**src/design/dbg_pkg.sv**
```systemverilog
package dbg_pkg;

	// Payload widths
	typedef logic [7:0] sample_t;
	typedef logic [31:0] count_t;
	typedef logic [3:0] ir_t;

	typedef enum logic [3:0] {
		TEST_LOGIC_RESET,
		RUN_TEST_IDLE,
		SELECT_DR,
		CAPTURE_DR,
		SHIFT_DR,
		EXIT1_DR,
		PAUSE_DR,
		EXIT2_DR,
		UPDATE_DR,
		SELECT_IR,
		CAPTURE_IR,
		SHIFT_IR,
		EXIT1_IR,
		PAUSE_IR,
		EXIT2_IR,
		UPDATE_IR
	} tap_state_t;

	// Instruction codes
	localparam ir_t IR_IDCODE   = 4'h1;
	localparam ir_t IR_CTRL     = 4'h2;
	localparam ir_t IR_STATUS   = 4'h3;
	localparam ir_t IR_MEM_ADDR = 4'h4;
	localparam ir_t IR_MEM_DATA = 4'h5;
	localparam ir_t IR_BYPASS   = 4'hF;

	// Bit 0 set as the standard requires
	localparam logic [31:0] IDCODE_VAL = 32'h1DB9_0A5F;

	localparam int CTRL_W   = 8;
	localparam int STATUS_W = 65;
	localparam int DR_MAX_W = 65;

endpackage

```
**src/design/jtag_tap.sv**
```systemverilog
`timescale 1ns/1ns
`default_nettype none

module jtag_tap (
	input wire logic clk,
	input wire logic reset_i,
	input wire logic tck_i,
	input wire logic tms_i,
	input wire logic tdi_i,
	output logic tdo_o,
	output dbg_pkg::ir_t ir_o,
	output logic capture_dr_o,
	output logic update_dr_o,
	output logic [dbg_pkg::DR_MAX_W-1:0] dr_shift_o,
	input wire logic [dbg_pkg::DR_MAX_W-1:0] dr_capture_i
);
	localparam int DRW = dbg_pkg::DR_MAX_W;
	localparam int CNT_W = $clog2(DRW + 1);

	logic [1:0] tck_sync_q;
	logic [1:0] tms_sync_q;
	logic [1:0] tdi_sync_q;
	logic tck_prev_q;
	logic tck_rise;
	logic tck_fall;

	dbg_pkg::tap_state_t state_q;
	dbg_pkg::tap_state_t state_d;

	dbg_pkg::ir_t ir_sr;
	logic [DRW-1:0] dr_sr;
	logic [CNT_W-1:0] shift_cnt_q;
	logic bypass_q;
	logic is_bypass;

	// Two flops per pin, then compare against the previous TCK sample
	always_ff @(posedge clk) begin
		if (reset_i) begin
			tck_sync_q <= '0;
			tms_sync_q <= '1;
			tdi_sync_q <= '0;
			tck_prev_q <= 1'b0;
		end else begin
			tck_sync_q <= {tck_sync_q[0], tck_i};
			tms_sync_q <= {tms_sync_q[0], tms_i};
			tdi_sync_q <= {tdi_sync_q[0], tdi_i};
			tck_prev_q <= tck_sync_q[1];
		end
	end

	assign tck_rise = tck_sync_q[1] & ~tck_prev_q;
	assign tck_fall = ~tck_sync_q[1] & tck_prev_q;

	always_comb begin
		case (state_q)
			dbg_pkg::TEST_LOGIC_RESET:
				state_d = tms_sync_q[1] ? dbg_pkg::TEST_LOGIC_RESET : dbg_pkg::RUN_TEST_IDLE;
			dbg_pkg::RUN_TEST_IDLE:
				state_d = tms_sync_q[1] ? dbg_pkg::SELECT_DR : dbg_pkg::RUN_TEST_IDLE;
			dbg_pkg::SELECT_DR:
				state_d = tms_sync_q[1] ? dbg_pkg::SELECT_IR : dbg_pkg::CAPTURE_DR;
			dbg_pkg::CAPTURE_DR, dbg_pkg::SHIFT_DR:
				state_d = tms_sync_q[1] ? dbg_pkg::EXIT1_DR : dbg_pkg::SHIFT_DR;
			dbg_pkg::EXIT1_DR:
				state_d = tms_sync_q[1] ? dbg_pkg::UPDATE_DR : dbg_pkg::PAUSE_DR;
			dbg_pkg::PAUSE_DR:
				state_d = tms_sync_q[1] ? dbg_pkg::EXIT2_DR : dbg_pkg::PAUSE_DR;
			dbg_pkg::EXIT2_DR:
				state_d = tms_sync_q[1] ? dbg_pkg::UPDATE_DR : dbg_pkg::SHIFT_DR;
			dbg_pkg::SELECT_IR:
				state_d = tms_sync_q[1] ? dbg_pkg::TEST_LOGIC_RESET : dbg_pkg::CAPTURE_IR;
			dbg_pkg::CAPTURE_IR, dbg_pkg::SHIFT_IR:
				state_d = tms_sync_q[1] ? dbg_pkg::EXIT1_IR : dbg_pkg::SHIFT_IR;
			dbg_pkg::EXIT1_IR:
				state_d = tms_sync_q[1] ? dbg_pkg::UPDATE_IR : dbg_pkg::PAUSE_IR;
			dbg_pkg::PAUSE_IR:
				state_d = tms_sync_q[1] ? dbg_pkg::EXIT2_IR : dbg_pkg::PAUSE_IR;
			dbg_pkg::EXIT2_IR:
				state_d = tms_sync_q[1] ? dbg_pkg::UPDATE_IR : dbg_pkg::SHIFT_IR;
			default:
				state_d = tms_sync_q[1] ? dbg_pkg::SELECT_DR : dbg_pkg::RUN_TEST_IDLE;
		endcase
	end

	assign is_bypass = (ir_o == dbg_pkg::IR_BYPASS);

	always_ff @(posedge clk) begin
		if (reset_i) begin
			state_q <= dbg_pkg::TEST_LOGIC_RESET;
			ir_o <= dbg_pkg::IR_IDCODE;
			shift_cnt_q <= '0;
			bypass_q <= 1'b0;
			tdo_o <= 1'b0;
		end else begin
			if (state_q == dbg_pkg::TEST_LOGIC_RESET)
				ir_o <= dbg_pkg::IR_IDCODE;
			if (tck_rise) begin
				state_q <= state_d;
				case (state_q)
					dbg_pkg::CAPTURE_DR: begin
						shift_cnt_q <= '0;
						bypass_q <= 1'b0;
					end
					dbg_pkg::SHIFT_DR: begin
						bypass_q <= tdi_sync_q[1];
						if (shift_cnt_q != CNT_W'(DRW))
							shift_cnt_q <= shift_cnt_q + 1'b1;
					end
					dbg_pkg::UPDATE_IR: ir_o <= ir_sr;
					default: ;
				endcase
			end
			if (tck_fall) begin
				case (state_q)
					dbg_pkg::SHIFT_IR: tdo_o <= ir_sr[0];
					dbg_pkg::SHIFT_DR: tdo_o <= is_bypass ? bypass_q : dr_sr[0];
					default: tdo_o <= 1'b0;
				endcase
			end
		end
	end

	// Shift data enters at the top and is right-aligned on the way out
	always_ff @(posedge clk) begin
		if (tck_rise) begin
			case (state_q)
				dbg_pkg::CAPTURE_IR: ir_sr <= 4'b0001;
				dbg_pkg::SHIFT_IR: ir_sr <= {tdi_sync_q[1], ir_sr[3:1]};
				dbg_pkg::CAPTURE_DR: begin
					if (ir_o == dbg_pkg::IR_IDCODE)
						dr_sr <= {{(DRW - 32){1'b0}}, dbg_pkg::IDCODE_VAL};
					else
						dr_sr <= dr_capture_i;
				end
				dbg_pkg::SHIFT_DR: dr_sr <= {tdi_sync_q[1], dr_sr[DRW-1:1]};
				default: ;
			endcase
		end
	end

	assign capture_dr_o = tck_rise && (state_q == dbg_pkg::CAPTURE_DR);
	assign update_dr_o = tck_rise && (state_q == dbg_pkg::UPDATE_DR);
	assign dr_shift_o = dr_sr >> (DRW - shift_cnt_q);

	a_state_known: assert property (@(posedge clk) disable iff (reset_i)
		!$isunknown(state_q) && !$isunknown(ir_o));

endmodule

`default_nettype wire

```
**src/design/dbg_regfile.sv**
```systemverilog
`timescale 1ns/1ns
`default_nettype none

module dbg_regfile #(
	parameter int ADDR_W = 6
) (
	input wire logic clk,
	input wire logic reset_i,
	input wire dbg_pkg::ir_t ir_i,
	input wire logic capture_dr_i,
	input wire logic update_dr_i,
	input wire logic [dbg_pkg::DR_MAX_W-1:0] dr_shift_i,
	output logic [dbg_pkg::DR_MAX_W-1:0] dr_capture_o,
	output logic rd_req_o,
	output logic [ADDR_W-1:0] rd_addr_o,
	input wire logic rd_ack_i,
	input wire dbg_pkg::sample_t rd_data_i,
	output logic cap_arm_o,
	output logic prbs_en_o,
	input wire logic cap_done_i,
	input wire dbg_pkg::count_t prbs_correct_i,
	input wire dbg_pkg::count_t prbs_total_i
);
	localparam int SAMPLE_W = $bits(dbg_pkg::sample_t);

	logic [dbg_pkg::CTRL_W-1:0] ctrl_q;
	logic [dbg_pkg::STATUS_W-1:0] status;
	dbg_pkg::sample_t data_q;

	// CTRL bit 0 is the arm strobe and never stored
	always_ff @(posedge clk) begin
		if (reset_i) begin
			ctrl_q <= '0;
			cap_arm_o <= 1'b0;
		end else begin
			cap_arm_o <= 1'b0;
			if (update_dr_i && ir_i == dbg_pkg::IR_CTRL) begin
				ctrl_q <= {dr_shift_i[dbg_pkg::CTRL_W-1:1], 1'b0};
				cap_arm_o <= dr_shift_i[0];
			end
		end
	end

	assign prbs_en_o = ctrl_q[1];

	// Read request stays up until the buffer grants it
	always_ff @(posedge clk) begin
		if (reset_i) begin
			rd_req_o <= 1'b0;
			rd_addr_o <= '0;
		end else begin
			if (rd_ack_i)
				rd_req_o <= 1'b0;
			if (update_dr_i && ir_i == dbg_pkg::IR_MEM_ADDR) begin
				rd_addr_o <= dr_shift_i[ADDR_W-1:0];
				rd_req_o <= 1'b1;
			end
		end
	end

	always_ff @(posedge clk) begin
		if (rd_ack_i)
			data_q <= rd_data_i;
	end

	// Total in the low word, then correct, then done
	assign status = {cap_done_i, prbs_correct_i, prbs_total_i};

	always_comb begin
		dr_capture_o = '0;
		case (ir_i)
			dbg_pkg::IR_CTRL: dr_capture_o[dbg_pkg::CTRL_W-1:0] = ctrl_q;
			dbg_pkg::IR_STATUS: dr_capture_o[dbg_pkg::STATUS_W-1:0] = status;
			dbg_pkg::IR_MEM_ADDR: dr_capture_o[ADDR_W-1:0] = rd_addr_o;
			dbg_pkg::IR_MEM_DATA: dr_capture_o[SAMPLE_W-1:0] = data_q;
			default: dr_capture_o = '0;
		endcase
	end

	// The byte must be back before the host captures it
	a_read_done: assert property (@(posedge clk) disable iff (reset_i)
		(capture_dr_i && ir_i == dbg_pkg::IR_MEM_DATA) |-> !rd_req_o);

endmodule

`default_nettype wire

```
**src/design/sample_buffer.sv**
```systemverilog
`timescale 1ns/1ns
`default_nettype none

module sample_buffer #(
	parameter int ADDR_W = 6
) (
	input wire logic clk,
	input wire logic reset_i,
	input wire logic wr_en_i,
	input wire logic [ADDR_W-1:0] wr_addr_i,
	input wire dbg_pkg::sample_t wr_data_i,
	input wire logic rd_req_i,
	input wire logic [ADDR_W-1:0] rd_addr_i,
	output logic rd_ack_o,
	output dbg_pkg::sample_t rd_data_o
);
	localparam int DEPTH = 2 ** ADDR_W;

	dbg_pkg::sample_t mem [DEPTH];
	logic [ADDR_W-1:0] port_addr;
	logic rd_grant;

	// One port, writer has fixed priority
	always_comb begin
		rd_grant = 1'b0;
		port_addr = rd_addr_i;
		if (wr_en_i)
			port_addr = wr_addr_i;
		else if (rd_req_i)
			rd_grant = 1'b1;
	end

	always_ff @(posedge clk) begin
		if (wr_en_i)
			mem[port_addr] <= wr_data_i;
	end

	assign rd_data_o = mem[port_addr];
	assign rd_ack_o = rd_grant;

	a_no_collision: assert property (@(posedge clk) disable iff (reset_i)
		!(rd_ack_o && wr_en_i));

	// Requester must hold its address while waiting
	a_req_stable: assert property (@(posedge clk) disable iff (reset_i)
		(rd_req_i && !rd_ack_o) |=> (rd_req_i && $stable(rd_addr_i)));

endmodule

`default_nettype wire

```
**src/design/capture_engine.sv**
```systemverilog
`timescale 1ns/1ns
`default_nettype none

module capture_engine #(
	parameter int ADDR_W = 6
) (
	input wire logic clk,
	input wire logic reset_i,
	input wire logic arm_i,
	input wire dbg_pkg::sample_t sample_i,
	input wire logic sample_valid_i,
	output logic wr_en_o,
	output logic [ADDR_W-1:0] wr_addr_o,
	output dbg_pkg::sample_t wr_data_o,
	output logic done_o
);
	logic active_q;
	logic [ADDR_W-1:0] addr_q;

	always_ff @(posedge clk) begin
		if (reset_i) begin
			active_q <= 1'b0;
			addr_q <= '0;
			wr_en_o <= 1'b0;
			done_o <= 1'b0;
		end else begin
			wr_en_o <= 1'b0;
			if (arm_i) begin
				active_q <= 1'b1;
				addr_q <= '0;
				done_o <= 1'b0;
			end else if (active_q && sample_valid_i) begin
				wr_en_o <= 1'b1;
				addr_q <= addr_q + 1'b1;
				// Last slot ends the capture
				if (addr_q == '1) begin
					active_q <= 1'b0;
					done_o <= 1'b1;
				end
			end
		end
	end

	always_ff @(posedge clk) begin
		if (active_q && sample_valid_i) begin
			wr_addr_o <= addr_q;
			wr_data_o <= sample_i;
		end
	end

endmodule

`default_nettype wire

```
**src/design/prbs_checker.sv**
```systemverilog
`timescale 1ns/1ns
`default_nettype none

module prbs_checker (
	input wire logic clk,
	input wire logic reset_i,
	input wire logic en_i,
	input wire logic rx_bit_i,
	input wire logic rx_valid_i,
	output dbg_pkg::count_t correct_o,
	output dbg_pkg::count_t total_o
);
	// Newest bit at index 0
	logic [6:0] hist_q;
	logic [2:0] seen_q;
	logic predicted;
	logic primed;

	// x^7 + x^6 + 1
	assign predicted = hist_q[5] ^ hist_q[6];
	assign primed = (seen_q == 3'd7);

	always_ff @(posedge clk) begin
		if (reset_i || !en_i) begin
			hist_q <= '0;
			seen_q <= '0;
			correct_o <= '0;
			total_o <= '0;
		end else if (rx_valid_i) begin
			hist_q <= {hist_q[5:0], rx_bit_i};
			if (primed) begin
				total_o <= total_o + 1'b1;
				if (rx_bit_i == predicted)
					correct_o <= correct_o + 1'b1;
			end else begin
				seen_q <= seen_q + 1'b1;
			end
		end
	end

endmodule

`default_nettype wire

```
**src/design/debug_top.sv**
```systemverilog
`timescale 1ns/1ns
`default_nettype none

module debug_top #(
	parameter int ADDR_W = 6
) (
	input wire logic clk,
	input wire logic reset_i,
	input wire logic tck_i,
	input wire logic tms_i,
	input wire logic tdi_i,
	output logic tdo_o,
	input wire logic rx_bit_i,
	input wire logic rx_valid_i,
	input wire dbg_pkg::sample_t sample_i,
	input wire logic sample_valid_i
);
	dbg_pkg::ir_t ir;
	logic capture_dr;
	logic update_dr;
	logic [dbg_pkg::DR_MAX_W-1:0] dr_shift;
	logic [dbg_pkg::DR_MAX_W-1:0] dr_capture;

	logic rd_req;
	logic [ADDR_W-1:0] rd_addr;
	logic rd_ack;
	dbg_pkg::sample_t rd_data;

	logic wr_en;
	logic [ADDR_W-1:0] wr_addr;
	dbg_pkg::sample_t wr_data;

	logic cap_arm;
	logic cap_done;
	logic prbs_en;
	dbg_pkg::count_t prbs_correct;
	dbg_pkg::count_t prbs_total;

	jtag_tap u_tap (
		.clk(clk), .reset_i(reset_i),
		.tck_i(tck_i), .tms_i(tms_i), .tdi_i(tdi_i), .tdo_o(tdo_o),
		.ir_o(ir), .capture_dr_o(capture_dr), .update_dr_o(update_dr),
		.dr_shift_o(dr_shift), .dr_capture_i(dr_capture)
	);

	dbg_regfile #(.ADDR_W(ADDR_W)) u_regfile (
		.clk(clk), .reset_i(reset_i),
		.ir_i(ir), .capture_dr_i(capture_dr), .update_dr_i(update_dr),
		.dr_shift_i(dr_shift), .dr_capture_o(dr_capture),
		.rd_req_o(rd_req), .rd_addr_o(rd_addr), .rd_ack_i(rd_ack), .rd_data_i(rd_data),
		.cap_arm_o(cap_arm), .prbs_en_o(prbs_en), .cap_done_i(cap_done),
		.prbs_correct_i(prbs_correct), .prbs_total_i(prbs_total)
	);

	sample_buffer #(.ADDR_W(ADDR_W)) u_buffer (
		.clk(clk), .reset_i(reset_i),
		.wr_en_i(wr_en), .wr_addr_i(wr_addr), .wr_data_i(wr_data),
		.rd_req_i(rd_req), .rd_addr_i(rd_addr), .rd_ack_o(rd_ack), .rd_data_o(rd_data)
	);

	capture_engine #(.ADDR_W(ADDR_W)) u_capture (
		.clk(clk), .reset_i(reset_i), .arm_i(cap_arm),
		.sample_i(sample_i), .sample_valid_i(sample_valid_i),
		.wr_en_o(wr_en), .wr_addr_o(wr_addr), .wr_data_o(wr_data), .done_o(cap_done)
	);

	prbs_checker u_prbs (
		.clk(clk), .reset_i(reset_i), .en_i(prbs_en),
		.rx_bit_i(rx_bit_i), .rx_valid_i(rx_valid_i),
		.correct_o(prbs_correct), .total_o(prbs_total)
	);

endmodule

`default_nettype wire

```
**config.mk**
```make
export PLATFORM = sky130hd
export DESIGN_NAME = debug_top
export DESIGN_NICKNAME = d
export VERILOG_FILES = /design/src/design/dbg_pkg.sv /design/src/design/jtag_tap.sv /design/src/design/dbg_regfile.sv /design/src/design/sample_buffer.sv /design/src/design/capture_engine.sv /design/src/design/prbs_checker.sv /design/src/design/debug_top.sv
export SDC_FILE = /design/constraint.sdc
export NUM_CORES = 1
export LEC_CHECK = 0
export BUFFER_PORTS_ARGS = -buffer_cell sky130_fd_sc_hd__buf_2
export CORE_ASPECT_RATIO = 1.5
export CORE_MARGIN = 2
export CORE_UTILIZATION = 40
export CTS_BUF_LIST = sky130_fd_sc_hd__clkbuf_4
export DETAILED_ROUTE_END_ITERATION = 6
export PLACE_DENSITY = 0.64
export SLEW_MARGIN = 20
export SYNTH_ARGS = -nofsm -noshare
export SYNTH_HDL_FRONTEND = slang
export SYNTH_HIERARCHICAL = 1
export SYNTH_SLANG_ARGS = --single-unit
```
**constraint.sdc**
```tcl
create_clock -name clk -period 6.62 [get_ports clk]
set_clock_uncertainty 0.15 [all_clocks]
set_input_delay 1.986 -clock clk [delete_from_list [all_inputs] [get_ports clk]]
set_output_delay 1.986 -clock clk [all_outputs]
set_load 0.02 [all_outputs]
```
# --- After elaboration in Yosys (flattened, before gate mapping) ---
# Memory sizes are Yosys's and may differ from the RTL's. A register that Yosys moved wholly into a read port is not among the register bits.
# Cells that the tools add are included.
totals:
  inputBits: 16
  mem_count: 1
  ff_bits: 205
  word_cells: 127
  out_inout_bits: 1
  ram_bits: 512
mem_list:
  columns: ["name", "words", "width", "rd", "rd_ports_with_merged_regs", "wr", "line", "text"]
  rows:
  - ["u_buffer.mem", 64, 8, 1, 1, 1, "sample_buffer.sv:19", "dbg_pkg::sample_t mem [DEPTH];"]
classes:
  add_sub_neg: 6
  n_mux: 38
  bitwise: 7
  reduce_logical: 24
  shifts: 1
  eq_ne: 25
op_table:
  columns: ["op", "n"]
  rows:
  - ["$pmux W65 S2", 1]
  - ["$mux W65", 1]
  - ["$shr A65 B32 Y8", 1]
  - ["$add A32 B1 Y32 const B", 2]
  - ["$mux W57", 1]
  - ["$pmux W4 S11", 1]
  - ["$eq A4 B4 Y1 const B", 9]
  - ["$mux W4", 7]
  - ["$eq A4 B3 Y1 const B", 6]
  - ["$pmux W6 S4", 1]
  - ["$eq A4 B2 Y1 const B", 4]
  - ["$mux W1", 14]
  - ["$pmux W7 S2", 1]
  - ["$reduce_and A2 Y1", 6]
  - ["$reduce_bool A2 Y1", 5]
  - ["$pmux W4 S2", 1]
  - ["$reduce_or A2 Y1", 4]
  - ["$sub A7 B7 Y8 const A", 1]
  - ["$add A7 B1 Y7 const B", 1]
  - ["$mux W7", 1]
  - ["$ne A7 B7 Y1 const B", 1]
  - ["$add A6 B1 Y6 const B", 1]
  - ["$eq A6 B6 Y1 const B", 1]
  - ["$mux W2", 3]
  - ["other kinds (17)", 27]

# --- Longest topological paths before layout ---
# Gate-level depths: netlist of the first run.
depth:
  depth_word: 6
  depth_mapped: 17
  mapped_depth_nobuf: 10

# --- Hierarchy ---
# The synthesis of the first run kept the hierarchy.
modules_own_cells:
  columns: ["mod", "instances", "cells_each", "seq_area_each_um2", "area_per_inst_um2"]
  rows:
  - ["sample_buffer", 1, 1103, 15374.7, 19153.4]
  - ["jtag_tap", 1, 921, 2552.4, 8916.1]
  - ["prbs_checker", 1, 401, 1481.4, 3479.6]
  - ["dbg_regfile", 1, 161, 540.5, 1505.2]
  - ["capture_engine", 1, 56, 600.6, 779.5]

# --- Worst setup path after synthesis of the first run ---
# No wires, ideal clock.
synth_path:
  path_kind: "in2reg"
  startpoint: "in rx_valid_i"
  endpoint: "reg u_prbs.correct_o[15]"
  required_time_ns: 6.338
  cell_stages: 8
  setup_ns: 0.132
  arrival_time_ns: 3.367
  n_path_buf: 4
  slack_ns: 2.971
  path_cell_list: "buf_2 > and2_1 > buf_2 > nand4_1 > clkbuf_1 > buf_2 > o31ai_1 > a21oi_1"
synth_between:
  elab_chain_len: 1
synth_lines:
  columns: ["element", "line", "text"]
  rows:
  - ["start: declaration", "debug_top.sv:14", "input wire logic rx_valid_i,"]
  - ["$reduce_and A3 Y1 (no source line)", null, null]
  - ["end signal: assignment", "prbs_checker.sv:34", "correct_o <= correct_o + 1'b1;"]
  - ["end: declaration", "prbs_checker.sv:10", "output dbg_pkg::count_t correct_o,"]
# Every way passes these cells.
# A chain may end at the register's enable or synchronous reset.

# --- Worst setup path in the final report of the first run ---
layout_path:
  startpoint: "reg u_tap.shift_cnt_q[1]"
  endpoint: "reg u_regfile.rd_addr_o[1]"
layout_between:
  elab_chain_len: 2
layout_lines:
  columns: ["element", "line", "text"]
  rows:
  - ["start: declaration", "jtag_tap.sv:32", "logic [CNT_W-1:0] shift_cnt_q;"]
  - ["start signal: assignment", "jtag_tap.sv:107", "shift_cnt_q <= shift_cnt_q + 1'b1;"]
  - ["$sub A7 B7 Y8", "jtag_tap.sv:143", "assign dr_shift_o = dr_sr >> (DRW - shift_cnt_q);"]
  - ["$shr A65 B32 Y8", "jtag_tap.sv:143", null]
  - ["named net dr_shift (one bit)", "debug_top.sv:21", "logic [dbg_pkg::DR_MAX_W-1:0] dr_shift;"]
  - ["end signal: assignment", "dbg_regfile.sv:55", "rd_addr_o <= dr_shift_i[ADDR_W-1:0];"]
  - ["end: declaration", "dbg_regfile.sv:15", "output logic [ADDR_W-1:0] rd_addr_o,"]
# The timed path passes the listed nets, and every way through them passes these cells.

==> results of run 1 <==
## flip-flops by register name, summed over array words and instances, names as in the netlist, 3 cells and up
name	cells
u_tap/ir_o	4
u_capture/addr_q	6
u_prbs/total_o	32
u_prbs/hist_q	7
u_regfile/rd_addr_o	6
u_tap/ir_sr	4
u_tap/dr_sr	65
u_tap/state_q	4
u_regfile/data_q	8
u_prbs/correct_o	32
u_regfile/ctrl_q	7
u_tap/shift_cnt_q	7
u_prbs/seen_q	3
u_buffer/mem	512
u_capture/wr_addr_o	6
u_capture/wr_data_o	8
## final timing paths
check	end	startpoint	slack, ps	cells past startpoint
setup / recovery	u_regfile/rd_addr_o[1]$_SDFFE_PP0P_	u_tap/shift_cnt_q[1]$_SDFFE_PP0P_	2400	10
hold reg to reg	u_tap/tms_sync_q[1]$_SDFF_PP1_	u_tap/tms_sync_q[0]$_SDFF_PP1_	280	1
hold / removal	u_tap/tms_sync_q[1]$_SDFF_PP1_	u_tap/tms_sync_q[0]$_SDFF_PP1_	280	1
setup reg to reg	u_regfile/rd_addr_o[1]$_SDFFE_PP0P_	u_tap/shift_cnt_q[1]$_SDFFE_PP0P_	2400	10
## routing by layer
layer / track usage, % / vias to the layer above / share of wire (%)
li1: - / 9765 / -
met1: 21.36 / 10790 / 37
met2: 36.11 / 800 / 53
met3: 4.023 / 201 / 5.5
met4: 11.38 / 0 / 5.1
met5: 0 / - / 0
## per-stage QoR
| step | setup WS, ps | area [sq um] | power, mW | hold WS (ps) | util (%) |
|---|---|---|---|---|---|
| 5_1_grt | 2150 | 35460 | 8.969 | 288.4 | 44.27 |
| 4_1_cts | 2419 | 35440 | 8.759 | 279.3 | 44.25 |
| 2_1_floorplan | 2971 | 32420 | 4.991 | 239.5 | - |
| 3_3_place_gp | 2208 | 33140 | 4.999 | 253.5 | 41.38 |
| 3_5_place_dp | 2131 | 33140 | 5.001 | 256.4 | 41.38 |
| 6_report | 2400 | 35460 | 8.649 | 276.5 | 44.27 |
## power groups by stage
stage / Sequential [mW] / Combinational [mW] / Clock [mW]
floorplan: 4.97 / 0.0203 / 0
global placement: 4.97 / 0.0264 / 0
detailed placement: 4.97 / 0.0275 / 0
CTS: 4.87 / 0.0279 / 3.86
global route: 4.87 / 0.0308 / 4.07
finish: 4.87 / 0.0277 / 3.75
## layout make-up
type	instances	area (sq um)	area share [%]
Antenna cell	2	5.005	0.01411
Clock buffer	266	1997	5.632
Clock inverter	47	302.8	0.8539
Inverter	27	101.3	0.2858
Multi-Input combinational cell	1471	10880	30.68
Sequential cell	725	20550	57.97
Tap cell	1032	1291	3.642
Timing Repair Buffer	49	327.8	0.9245
==> impl_metrics.env, run 1 <==
export IMPL_cts_root_buf="clkbuf_4"
export IMPL_place_inst=3304
export IMPL_final_layout_size_suffix_gt1_share_pct=17.87
export IMPL_crit_path_top_delay_cell="ha_2"
export IMPL_syn_nets=2444
export IMPL_drt_iter0_markers=1835
export IMPL_clk_path_buf_depth=3
export IMPL_leakagePower_nw=11.14
export IMPL_power_density_nw_per_um2=243.9
export IMPL_p_int_mw=6.866
export IMPL_swShare_pct=20.61
export IMPL_routed_via_density=5.956
export IMPL_outcome="finished, final reports clean"
export IMPL_avgSynthCellArea_sq_um=13.40
export IMPL_power_frac_clock_pct=43.3
export IMPL_clock_latency_ps=1020
export IMPL_die_area_sq_um=83390
export IMPL_wl_um=84630
export IMPL_fmax_ghz=0.2369
export IMPL_postCtsResizedCells=0
export IMPL_path_buf_inv=2
export IMPL_antenna_found_initial=4
export IMPL_grt_usage_pct=19.89
export IMPL_start_kind="flip-flop"
export IMPL_path_clk_slew_ps=60
export IMPL_final_cell_mix="edfxtp_1 (603), clkbuf_4 (266), a22oi_1 (226), nor2_1 (141), dfxtp_1 (120)"
export IMPL_n_fill_cell=7286
export IMPL_maxCapViolCount=0
export IMPL_dp_hpwl_um=53810
export IMPL_syn_cell_area_sq_um=32420
export IMPL_cts_tree="done"
export IMPL_slew_headroom_pct=22.26
export IMPL_maxSlewViolCount=0
export IMPL_ant_nets=0
export IMPL_ir_drop_uv=145.4
export IMPL_grt_pass1_vias=21680
export IMPL_path_cells="inv_1 -> ha_2 -> inv_2 -> mux4_2 -> nor2_1 -> a311o_1 -> o21ai_0 -> o221ai_1 -> nand2b_1 -> mux2i_1"
export IMPL_path_class="flip-flop to flip-flop"
export IMPL_grt_max_degree=67
export IMPL_vias=21550
export IMPL_overflow=0
export IMPL_combPwrFrac_pct=0.3
export IMPL_final_hold_viol_count=0
export IMPL_gp_routability_congestion=0.8713
export IMPL_final_setup_tns_ps=0
export IMPL_cp_end_kind="flip-flop"
export IMPL_cp_top_family="adder cells"
export IMPL_p_switching_mw=1.783
export IMPL_required_ps=7380
export IMPL_portBuffers=16
export IMPL_io_pins=17
export IMPL_grt_pass1_wl_um=127800
export IMPL_htreeDepth=4
export IMPL_seqPwrFrac_pct=56.3
export IMPL_synthCells=2420
export IMPL_yosys_warnings=6
export IMPL_area_growth_pct=9.366
export IMPL_die_y_um=352.7
export IMPL_critPathMaxStageDelay_ps=870
export IMPL_routedWlPerCell_um=23.38
export IMPL_cts_made_buffers=174
export IMPL_die_w_um=236.5
export IMPL_drc=0
export IMPL_period_needed_ps=4220
export IMPL_worstMarginPinSlew_ps=1166
export IMPL_worstPathMaxFanout=57
export IMPL_clock_sinks=725
export IMPL_final_common_cell="edfxtp_1"
export IMPL_start_util_pct=40.48
export IMPL_nets=2472
export IMPL_first_pass_iters=6
export IMPL_period_share_pct=63.75
export IMPL_layoutNonFillerInstCount=3619
export IMPL_coreArea_sq_um=80090
export IMPL_hp_class="flip-flop to flip-flop"
export IMPL_setup_violations_final=0
export IMPL_num_rows=127
export IMPL_hold_buffers=0
export IMPL_cts_setup_buffers=0
export IMPL_crit_arrival_ps=4990
export IMPL_grt_setup_unrepaired="false"
Power figures use the tool's default switching activity.
==> inputs of run 2 (changes only) <==
==> constraint.sdc (replaced) <==
create_clock -name clk -period 4.4 [get_ports clk]
set_clock_uncertainty 0.15 [all_clocks]
set_input_delay 1.32 -clock clk [delete_from_list [all_inputs] [get_ports clk]]
set_output_delay 1.32 -clock clk [all_outputs]
set_load 0.02 [all_outputs]
==> impl_metrics.env, run 2 (synthesized netlist as in run 1, its figures left out) <==
export IMPL_outcome="finished, final reports clean"
export IMPL_grt_setup_unrepaired="false"
export IMPL_place_area_sq_um=33360
export IMPL_power_frac_clock_pct=41.9
export IMPL_die_y_um=352.7
export IMPL_crit_arrival_ps=4580
export IMPL_portBuffers=16
export IMPL_largestRegisters="u_buffer/mem (512), u_tap/dr_sr (65)"
export IMPL_path_clk_slew_ps=70
export IMPL_die_area_sq_um=83390
export IMPL_regArea_sq_um=20550
export IMPL_power_density_nw_per_um2=357.0
export IMPL_combPwrFrac_pct=0.3
export IMPL_antenna_found_initial=4
export IMPL_clock_latency_ps=1000
export IMPL_clock_sinks=725
export IMPL_seqPwrFrac_pct=57.8
export IMPL_grt_usage_pct=20.88
export IMPL_area_growth_pct=9.590
export IMPL_gp_routability_congestion=0.9052
export IMPL_grt_max_degree=68
export IMPL_grt_pass1_wl_um=132600
export IMPL_swShare_pct=20.57
export IMPL_start_kind="flip-flop"
export IMPL_drt_iter0_markers=1779
export IMPL_vias=21850
export IMPL_post_route_util_pct=44.36
export IMPL_worstPathMaxFanout=29
export IMPL_grt_pass1_vias=22100
export IMPL_largest_reg_flops=512
export IMPL_routed_via_density=6.021
export IMPL_p_int_mw=10.08
export IMPL_holdWs_ps=270.3
export IMPL_clk_path_buf_depth=3
export IMPL_maxCapViolCount=0
export IMPL_worstMarginPinSlew_ps=1116
export IMPL_setup_violations_final=0
export IMPL_nets=2492
export IMPL_cts_setup_buffers=0
export IMPL_overflow=0
export IMPL_num_rows=127
export IMPL_cts_made_buffers=172
export IMPL_leakagePower_nw=11.17
export IMPL_routedWlPerCell_um=24.25
export IMPL_required_ps=5110
export IMPL_io_pins=17
export IMPL_final_layout_size_suffix_gt1_share_pct=18.04
export IMPL_wl_um=88010
export IMPL_ir_drop_uv=207.2
export IMPL_p_total_mw=12.69
export IMPL_cts_root_buf="clkbuf_4"
export IMPL_dp_hpwl_um=59050
export IMPL_start_util_pct=40.48
export IMPL_path_class="flip-flop to flip-flop"
export IMPL_fmax_ghz=0.2586
export IMPL_htreeDepth=4
export IMPL_maxSlewViolCount=0
export IMPL_final_cell_mix="edfxtp_1 (603), clkbuf_4 (250), a22oi_1 (226), nor2_1 (141), dfxtp_1 (120)"
export IMPL_final_hold_viol_count=0
export IMPL_postCtsResizedCells=0
export IMPL_slew_headroom_pct=24.89
export IMPL_top_register="u_buffer/mem"
export IMPL_ant_nets=0
export IMPL_final_setup_tns_ps=0
export IMPL_cp_end_kind="flip-flop"
export IMPL_multi_input_area_sq_um=10870
export IMPL_final_common_cell="edfxtp_1"
export IMPL_period_needed_ps=3867
export IMPL_finalInstanceArea_sq_um=35530
export IMPL_p_switching_mw=2.610
export IMPL_coreArea_sq_um=80090
export IMPL_drc=0
export IMPL_hold_buffers=0
export IMPL_cts_tree="done"
export IMPL_period_share_pct=87.89
export IMPL_hp_class="flip-flop to flip-flop"
export IMPL_n_fill_cell=7325
export IMPL_die_w_um=236.5
export IMPL_first_pass_iters=5
run 2: cell count changes in the layout (fill, tap and decap cells not counted), sizes merged:
cell / previous run / this run
clkinv: 36 / 40
buf: 49 / 70
diode: 2 / 3
clkdlybuf4s18: 0 / 1
bufinv: 4 / 2
clkbuf: 266 / 250
inv: 31 / 32
run 2: per-stage QoR:
stage | std cells | setup slack (ps)
2_1_floorplan | 2420 | 989.8
3_3_place_gp | 3323 | 84.93
3_5_place_dp | 3326 | 718.0
4_1_cts | 3626 | 668.8
5_1_grt | 3628 | 397.0
6_report | 3629 | 532.8
run 2: power by group through the flow:
stage | combinational, mW | sequential [mW] | clock, mW
after CTS | 0.0425 | 7.33 | 5.47
final | 0.0427 | 7.33 | 5.31
after detailed placement | 0.0422 | 7.48 | 0
after floorplan | 0.0305 | 7.48 | 0
after global placement | 0.0405 | 7.48 | 0
after global routing | 0.0467 | 7.33 | 5.81
run 2: critical path, cell delays in order (launching register included):
cell	delay (ps)
dfxtp_1	510
buf_4	290
nor4_2	920
or2_2	430
buf_4	430
a22oi_1	120
a41oi_1	280
a2111oi_1	110
clkdlybuf4s18_2	330
nand4_1	120
run 2: worst paths after layout:
check / startpoint / endpoint / slack (ps) / cells past startpoint
worst min register to register: u_tap/tms_sync_q[0]$_SDFF_PP1_ / u_tap/tms_sync_q[1]$_SDFF_PP1_ / 270 / 1
worst max-delay path: u_capture/wr_en_o$_SDFF_PP0_ / u_regfile/data_q[6]$_DFFE_PP_ / 530 / 9
worst max register to register: u_capture/wr_en_o$_SDFF_PP0_ / u_regfile/data_q[6]$_DFFE_PP_ / 530 / 9
worst min-delay path: u_tap/tms_sync_q[0]$_SDFF_PP1_ / u_tap/tms_sync_q[1]$_SDFF_PP1_ / 270 / 1
run 2: per-layer routing:
metal / share of wire [%] / GRT usage [%] / vias up / routed length (um)
met3: 5.8 / 4.062 / 253 / 5081
met5: 0.015 / 0 / - / 13
li1: - / - / 9777 / -
met2: 53 / 37.51 / 909 / 46550
met1: 35 / 21.93 / 10910 / 30520
met4: 6.6 / 14.27 / 2 / 5849
run 2: layout make-up:
type	count	share of cell area [%]
inverters	27	0.2852
multi-input cells	1471	30.58
flip-flops and latches	725	57.85
clock inverters	50	0.7994
repair buffers	71	1.542
diodes	3	0.02113
clock buffers	250	5.282
well taps	1032	3.634
